===== src/design/axi_lite_pkg.sv =====
package axi_lite_pkg;

  // word address in data-width words rather than bytes
  localparam int axi_addr_width = 20;

  localparam int axi_data_width = 16;

  // strobe lanes carried on the port but not acted on
  localparam int axi_strb_width = axi_data_width / 8;

  // AXI-Lite response codes
  typedef enum logic [1:0] {
    axi_resp_okay   = 2'b00,
    axi_resp_exokay = 2'b01,
    axi_resp_slverr = 2'b10,
    axi_resp_decerr = 2'b11
  } axi_resp_e;

endpackage


===== src/design/axi_sram_controller.sv =====
`timescale 1ns/1ns

// wstrb is ignored because the board ties both byte lanes on
module axi_sram_controller
  import axi_lite_pkg::*;
(
  input  logic                      axi_clk,
  input  logic                      axi_resetn,

  // write address channel
  input  logic [axi_addr_width-1:0] axi_awaddr,
  input  logic                      axi_awvalid,
  output logic                      axi_awready,

  // write data channel
  input  logic [axi_data_width-1:0] axi_wdata,
  input  logic [axi_strb_width-1:0] axi_wstrb,
  input  logic                      axi_wvalid,
  output logic                      axi_wready,

  // write response channel
  output logic [1:0]                axi_bresp,
  output logic                      axi_bvalid,
  input  logic                      axi_bready,

  // read address channel
  input  logic [axi_addr_width-1:0] axi_araddr,
  input  logic                      axi_arvalid,
  output logic                      axi_arready,

  // read data channel
  output logic [axi_data_width-1:0] axi_rdata,
  output logic [1:0]                axi_rresp,
  output logic                      axi_rvalid,
  input  logic                      axi_rready,

  // toward the pin controller
  output logic                      sram_req,
  output logic                      sram_write_enable,
  output logic [axi_addr_width-1:0] sram_addr_req,
  output logic [axi_data_width-1:0] sram_write_data,
  input  logic                      sram_ready,
  input  logic                      sram_write_done,
  input  logic [axi_data_width-1:0] sram_read_data,
  input  logic                      sram_read_data_valid
);

  typedef enum logic [2:0] {
    fe_idle,
    fe_write,
    fe_write_resp,
    fe_read,
    fe_read_resp
  } fe_state_e;

  fe_state_e state;
  fe_state_e state_next;

  // set when writes win the next tie and cleared by reset so reads go first
  logic pri_write;

  logic want_write;
  logic want_read;
  logic issue_write;
  logic issue_read;

  logic bvalid_q;
  logic rvalid_q;

  // arbitration only from idle with the pin controller free
  always_comb begin
    want_write  = axi_awvalid && axi_wvalid;
    want_read   = axi_arvalid;
    issue_write = 1'b0;
    issue_read  = 1'b0;
    if (state == fe_idle && sram_ready) begin
      if (want_write && (!want_read || pri_write)) begin
        issue_write = 1'b1;
      end else if (want_read) begin
        issue_read = 1'b1;
      end
    end
  end

  always_comb begin
    state_next = state;
    case (state)
      fe_idle: begin
        if (issue_write) begin
          state_next = fe_write;
        end else if (issue_read) begin
          state_next = fe_read;
        end
      end
      fe_write: begin
        if (sram_write_done) begin
          state_next = fe_write_resp;
        end
      end
      fe_write_resp: begin
        if (bvalid_q && axi_bready) begin
          state_next = fe_idle;
        end
      end
      fe_read: begin
        if (sram_read_data_valid) begin
          state_next = fe_read_resp;
        end
      end
      fe_read_resp: begin
        if (rvalid_q && axi_rready) begin
          state_next = fe_idle;
        end
      end
      default: state_next = fe_idle;
    endcase
  end

  always_ff @(posedge axi_clk) begin
    if (!axi_resetn) begin
      state     <= fe_idle;
      pri_write <= 1'b0;
    end else begin
      state <= state_next;
      // the side that just lost gets the next tie
      if (sram_req) begin
        pri_write <= !sram_write_enable;
      end
    end
  end

  // hold the one-cycle done pulses until the master takes the response
  always_ff @(posedge axi_clk) begin
    if (!axi_resetn) begin
      bvalid_q <= 1'b0;
      rvalid_q <= 1'b0;
    end else begin
      if (sram_write_done) begin
        bvalid_q <= 1'b1;
      end else if (bvalid_q && axi_bready) begin
        bvalid_q <= 1'b0;
      end
      if (sram_read_data_valid) begin
        rvalid_q <= 1'b1;
      end else if (rvalid_q && axi_rready) begin
        rvalid_q <= 1'b0;
      end
    end
  end

  // handshakes land in the same cycle as the request
  assign axi_awready = issue_write;
  assign axi_wready  = issue_write;
  assign axi_arready = issue_read;

  assign axi_bvalid = bvalid_q;
  assign axi_bresp  = axi_resp_okay;
  assign axi_rvalid = rvalid_q;
  assign axi_rresp  = axi_resp_okay;

  // pin controller keeps read data until the next read and none starts while rvalid is up
  assign axi_rdata = sram_read_data;

  assign sram_req          = issue_write || issue_read;
  assign sram_write_enable = issue_write;
  assign sram_addr_req     = issue_write ? axi_awaddr : axi_araddr;
  assign sram_write_data   = axi_wdata;

endmodule


===== config.mk =====
export PLATFORM = sky130hd
export DESIGN_NAME = axi_sram_controller
export DESIGN_NICKNAME = d
export VERILOG_FILES = /design/src/design/axi_lite_pkg.sv /design/src/design/axi_sram_controller.sv
export SDC_FILE = /design/constraint.sdc
export NUM_CORES = 1
export LEC_CHECK = 0
export BUFFER_PORTS_ARGS = -buffer_cell sky130_fd_sc_hd__buf_4
export CAP_MARGIN = 5
export CORE_MARGIN = 2
export CORE_UTILIZATION = 25
export CTS_BUF_LIST = sky130_fd_sc_hd__clkbuf_16
export CTS_CLUSTER_SIZE = 14
export DETAILED_ROUTE_END_ITERATION = 8
export PLACE_DENSITY = 0.82
export SYNTH_ARGS = -nofsm -noshare
export SYNTH_HDL_FRONTEND = slang
export SYNTH_SLANG_ARGS = --single-unit

===== constraint.sdc =====
create_clock -name axi_clk -period 1.9 [get_ports axi_clk]
set_clock_uncertainty 0.2 [all_clocks]
set_input_delay 0.19 -clock axi_clk [delete_from_list [all_inputs] [get_ports axi_clk]]
set_output_delay 0.19 -clock axi_clk [all_outputs]
set_load 0.01 [all_outputs]

# After elaboration in Yosys (flattened, before gate mapping)
# Index checks and enable logic that the tools add are counted.
# word_totals
register_bits	6
output_inout_bits	63
inputBits	84
word_cells	43
# op_classes
reduce_logical	13
muxes	17
n_eq_ne	9
# ops
cell	count
20-bit 2-to-1 mux	1
3-bit 2-to-1 mux	6
3-bit case mux with 5 select lines	1
1-bit 2-to-1 mux	9
2-bit != test, second input constant	4
3-bit by 2-bit == test with 1-bit output, second input constant	2
1-bit logical AND	5
5-bit AND reduction	1
2-bit nonzero test	2
3-bit by 1-bit == test with 1-bit output, second input constant	1
3-bit == test, second input constant	1
3-bit logical NOT	1
3-bit != test, second input constant	1
1-bit logical NOT	2
1-bit logical OR	2

# Depth between registers and ports, before layout
# depth
word_depth	8
depth_mapped	5
mapped_depth_nobuf	4

# Worst setup path before layout
# Ideal clock, no wire load.
# synth_path
kind	flip-flop to output port
from	register state[0]
to	output port sram_addr_req[11]
t_arrival_ps	1483
slack_ps	27
required_time_ps	1510
stages_incl_launch_ff	6
n_path_buf	2
path_cell_list	dfxtp_1 -> nor4b_4 -> and4_1 -> buf_6 -> buf_12 -> mux2_4
# synth_via
elab_chain_len	4
# synth_rtl
item	line_no	text
start: declaration	axi_sram_controller.sv:56	fe_state_e state;
start signal: assignment	axi_sram_controller.sv:121	state <= fe_idle;
start signal: assignment	axi_sram_controller.sv:124	state <= state_next;
3-bit logical NOT	axi_sram_controller.sv:76	if (state == fe_idle && sram_ready) begin
1-bit logical AND	axi_sram_controller.sv:76	
1-bit 2-to-1 mux	axi_sram_controller.sv:76	
via axi_awready	axi_sram_controller.sv:13	output logic axi_awready,
20-bit 2-to-1 mux	axi_sram_controller.sv:166	assign sram_addr_req = issue_write ? axi_awaddr : axi_araddr;
end: declaration	axi_sram_controller.sv:40	output logic [axi_addr_width-1:0] sram_addr_req,
# The timed path passes the listed nets, and every way through them passes these cells.

# Worst setup path after layout
# layout_path
from	register state[2]
to	output port sram_addr_req[16]
# layout_via
elab_chain_len	4
# layout_rtl
item	line_no
3-bit logical NOT	axi_sram_controller.sv:76
1-bit logical AND	axi_sram_controller.sv:76
1-bit 2-to-1 mux	axi_sram_controller.sv:76
20-bit 2-to-1 mux	axi_sram_controller.sv:166
# No other way between the ends.

==> flow_metrics.py <==
metrics = {
    "setup_path": {
        "crit_cells": 6,
        "critPathMostFrequentCell": "buf_6",
        "critPathBufInv": 3,
        "start_kind": "flop",
        "ff2ff_setup_slack_ns": 0.30,
        "required_ns": 1.51,
        "cp.arrival_ns": 1.81,
        "worstSetupPathType": "reg2out",
        "cp_cell_sequence": "nor4b_4, and4_4, buf_6, buf_16, mux2_4, buf_6",
        "worst_setup_path_end_kind": "output pin",
        "crit_family": "simple AND/OR/NAND/NOR gates",
        "worstRegToRegCells": 6,
        "cpPeakStageDelay_ns": 0.32,
        "cp_max_fo": 5,
        "r2r_end": "pri_write",
        "slowest_stage": "dfxtp_2",
        "r2r_start": "state[2]",
    },
    "timing": {
        "finalHoldViolCount": 0,
        "fin_setup_tns_ns": -5.13,
        "fin_ws_ns": -0.297,
        "setup-violations-final": 23,
        "slew_viol_final": 0,
        "rsz0062_at_grt": "yes",
        "fin_crit_ns": 2.20,
        "fmax_ghz": 0.455,
        "min_period_over_period": 1.16,
    },
    "global_routing": {
        "grt_util_all_layers": 0.118,
        "first_global_vias": 858,
        "grt_max_degree": 8,
        "grt_overflow": 0,
        "grt_antenna_before_repair": 0,
        "grt_pass1_wl_mm": 3.91,
    },
    "synth": {
        "ys_seq_area_frac": 0.125,
        "netlist_area_um2": 962,
        "synth_flop_cell": "dfxtp_1",
        "synth-edff-count": 0,
        "yosysWarnings": 0,
        "synthCells": 99,
        "synthArstFlopShare": 0,
        "ys_seq_elements": 6,
        "avgSynthCellArea_um2": 9.72,
        "synth_cell_types": 26,
    },
    "clock_tree": {
        "cts_tree": "yes",
        "cts.sinks": 6,
        "clk_latency_ns": 0.23,
        "clk_pin_slew_ns": 0.03,
        "cts_inserted_buffers": 3,
        "clock_path_buffers": 2,
        "cts.htree.levels": 1,
        "clockRootBuffer": "clkbuf_16",
    },
    "placement": {
        "gp_congestion": 0.736,
        "portBuffers": 76,
        "dpl.hpwl_mm": 2.05,
    },
    "run_status": {
        "violations": "negative setup slack",
        "status": "complete, but fails checks",
    },
    "finish": {
        "nets": 240,
        "area_growth_pct": 67.6,
        "utilization": 0.437,
        "diodes": 0,
        "fillers": 353,
        "drive_gt1_frac": 0.753,
    },
    "drt": {
        "drt_pass1_iterations": 2,
        "routed_wl_mm": 2.83,
        "drtAntennaViolNets": 0,
        "num_vias": 898,
        "vias_per_cell": 4.45,
        "drc": 0,
        "wl_per_cell_um": 14.0,
        "drt_iter0_drc": 11,
    },
    "power": {
        "p_leak_nw": 0.795,
        "peakVddDrop_mv": 0.399,
        "p_per_area_nw_per_um2": 538,
    },
    "floorplan": {
        "coreArea_um2": 3690,
        "num_rows": 22,
        "die_w_um": 66.0,
        "fp.dieArea_um2": 4360,
        "die_h_um": 66.0,
        "io_pins": 147,
        "start_util": 0.261,
    },
    "min_path": {
        "holdPathStages": 2,
        "hp-class": "in2reg",
        "min-delay-start": "axi_resetn",
        "hold_end": "axi_rvalid",
    },
    "job": {
        "maxCapViolCount": 0,
    },
}
==> cell usage in the layout, fill, tap and decap left out, drive strengths merged, types with 2 or more instances in the layout <==
master       instances
a31oi                3
mux2                20
nor2b                3
conb                 4
dlygate4sd3          2
a21oi                2
nor3b                2
dfxtp                6
nand2                5
and2                 2
buf                 88
o21a                 2
clkbuf               3
o21ai                2
==> state kept, by name, summed over array words and instances (netlist names) <==
signal and cells:
pri_write 1, state 3, axi_bvalid 1, axi_rvalid 1
==> report_power, final <==
group | leakage [nW] | switching [mW] | internal, mW
Sequential | 0.0504 | 0.0101 | 0.140
Combinational | 0.708 | 0.130 | 0.247
Clock | 0.0370 | 0.0710 | 0.270
Total | 0.795 | 0.211 | 0.657
==> layout make-up <==
class,instances,area [um^2],share of cell area
clock buffer,3,75.1,0.0465
inverter,1,3.75,0.00233
multi-input combinational,54,526,0.326
sequential,6,123,0.0760
tap,48,60.1,0.0372
timing repair buffer,90,826,0.512
==> worst reg2reg max path, stage by stage, from the launching register on <==
cell and delay [ns]:
dfxtp_2 0.32, nor4b_4 0.29, and4_4 0.29, buf_6 0.16
buf_4 0.12, buf_4 0.09, nor3b_1 0.03
==> cell families after synthesis <==
kind of cell,count (synthesis),synth area share
other,1,0.00390
buffers and inverters,42,0.354
AND/OR/NAND/NOR,19,0.137
AO/OA/AOI/OAI,11,0.0767
multiplexers,20,0.304
flip-flops,6,0.125
==> cells in the mapped netlist (2+ instances only) <==
master | count | area (um^2)
buf_4 | 38 | 285
mux2_4 | 18 | 270
dfxtp_1 | 6 | 120
nand2_1 | 5 | 18.8
a31oi_1 | 3 | 18.8
nor2b_1 | 3 | 18.8
a21oi_1 | 2 | 10.0
and2_1 | 2 | 12.5
buf_12 | 2 | 40.0
mux2_1 | 2 | 22.5
nor3b_1 | 2 | 15.0
o21a_1 | 2 | 15.0
==> worst max-delay path by stage <==
stage / start / slack, ns / endpoint
after floorplan: state[0] / 0.03 / sram_addr_req[11]
after global placement: state[0] / -0.06 / sram_addr_req[19]
after detailed placement: state[0] / -0.12 / sram_addr_req[19]
after CTS: state[2] / -0.32 / sram_addr_req[10]
after global routing: state[2] / -0.39 / sram_addr_req[10]
final: state[2] / -0.30 / sram_addr_req[16]
==> layer usage <==
layer,vias up,track usage,share of wire
met3,2,0.0392,0.13
met5,-,0,0
met2,64,0.246,0.56
li1,412,-,-
met1,420,0.101,0.30
met4,0,0.0383,0.0067
==> stage by stage <==
step / setup slack, ns / power, mW / cells / cell area (um^2) / hold slack, ns
floorplan: 0.0266 / 0.382 / 102 / 973 / 0.108
global placement: -0.0648 / 0.468 / 191 / 1330 / 0.180
detailed placement: -0.116 / 0.473 / 191 / 1330 / 0.180
CTS: -0.318 / 0.890 / 205 / 1660 / 0.0122
global route: -0.387 / 0.911 / 202 / 1610 / 0.0283
finish: -0.297 / 0.868 / 202 / 1610 / 0.0110
==> timing repair <==
item | CTS | global route
resized for setup | 35 | 4
hold buffers | 2 | 0
pin swaps | 2 | 0
endpoints found under the hold margin | 2 | 0
buffers inserted | 6 | 1
setup endpoints to repair | 23 | 25
cloned | 3 | 0
Power figures use the tool's default switching activity.
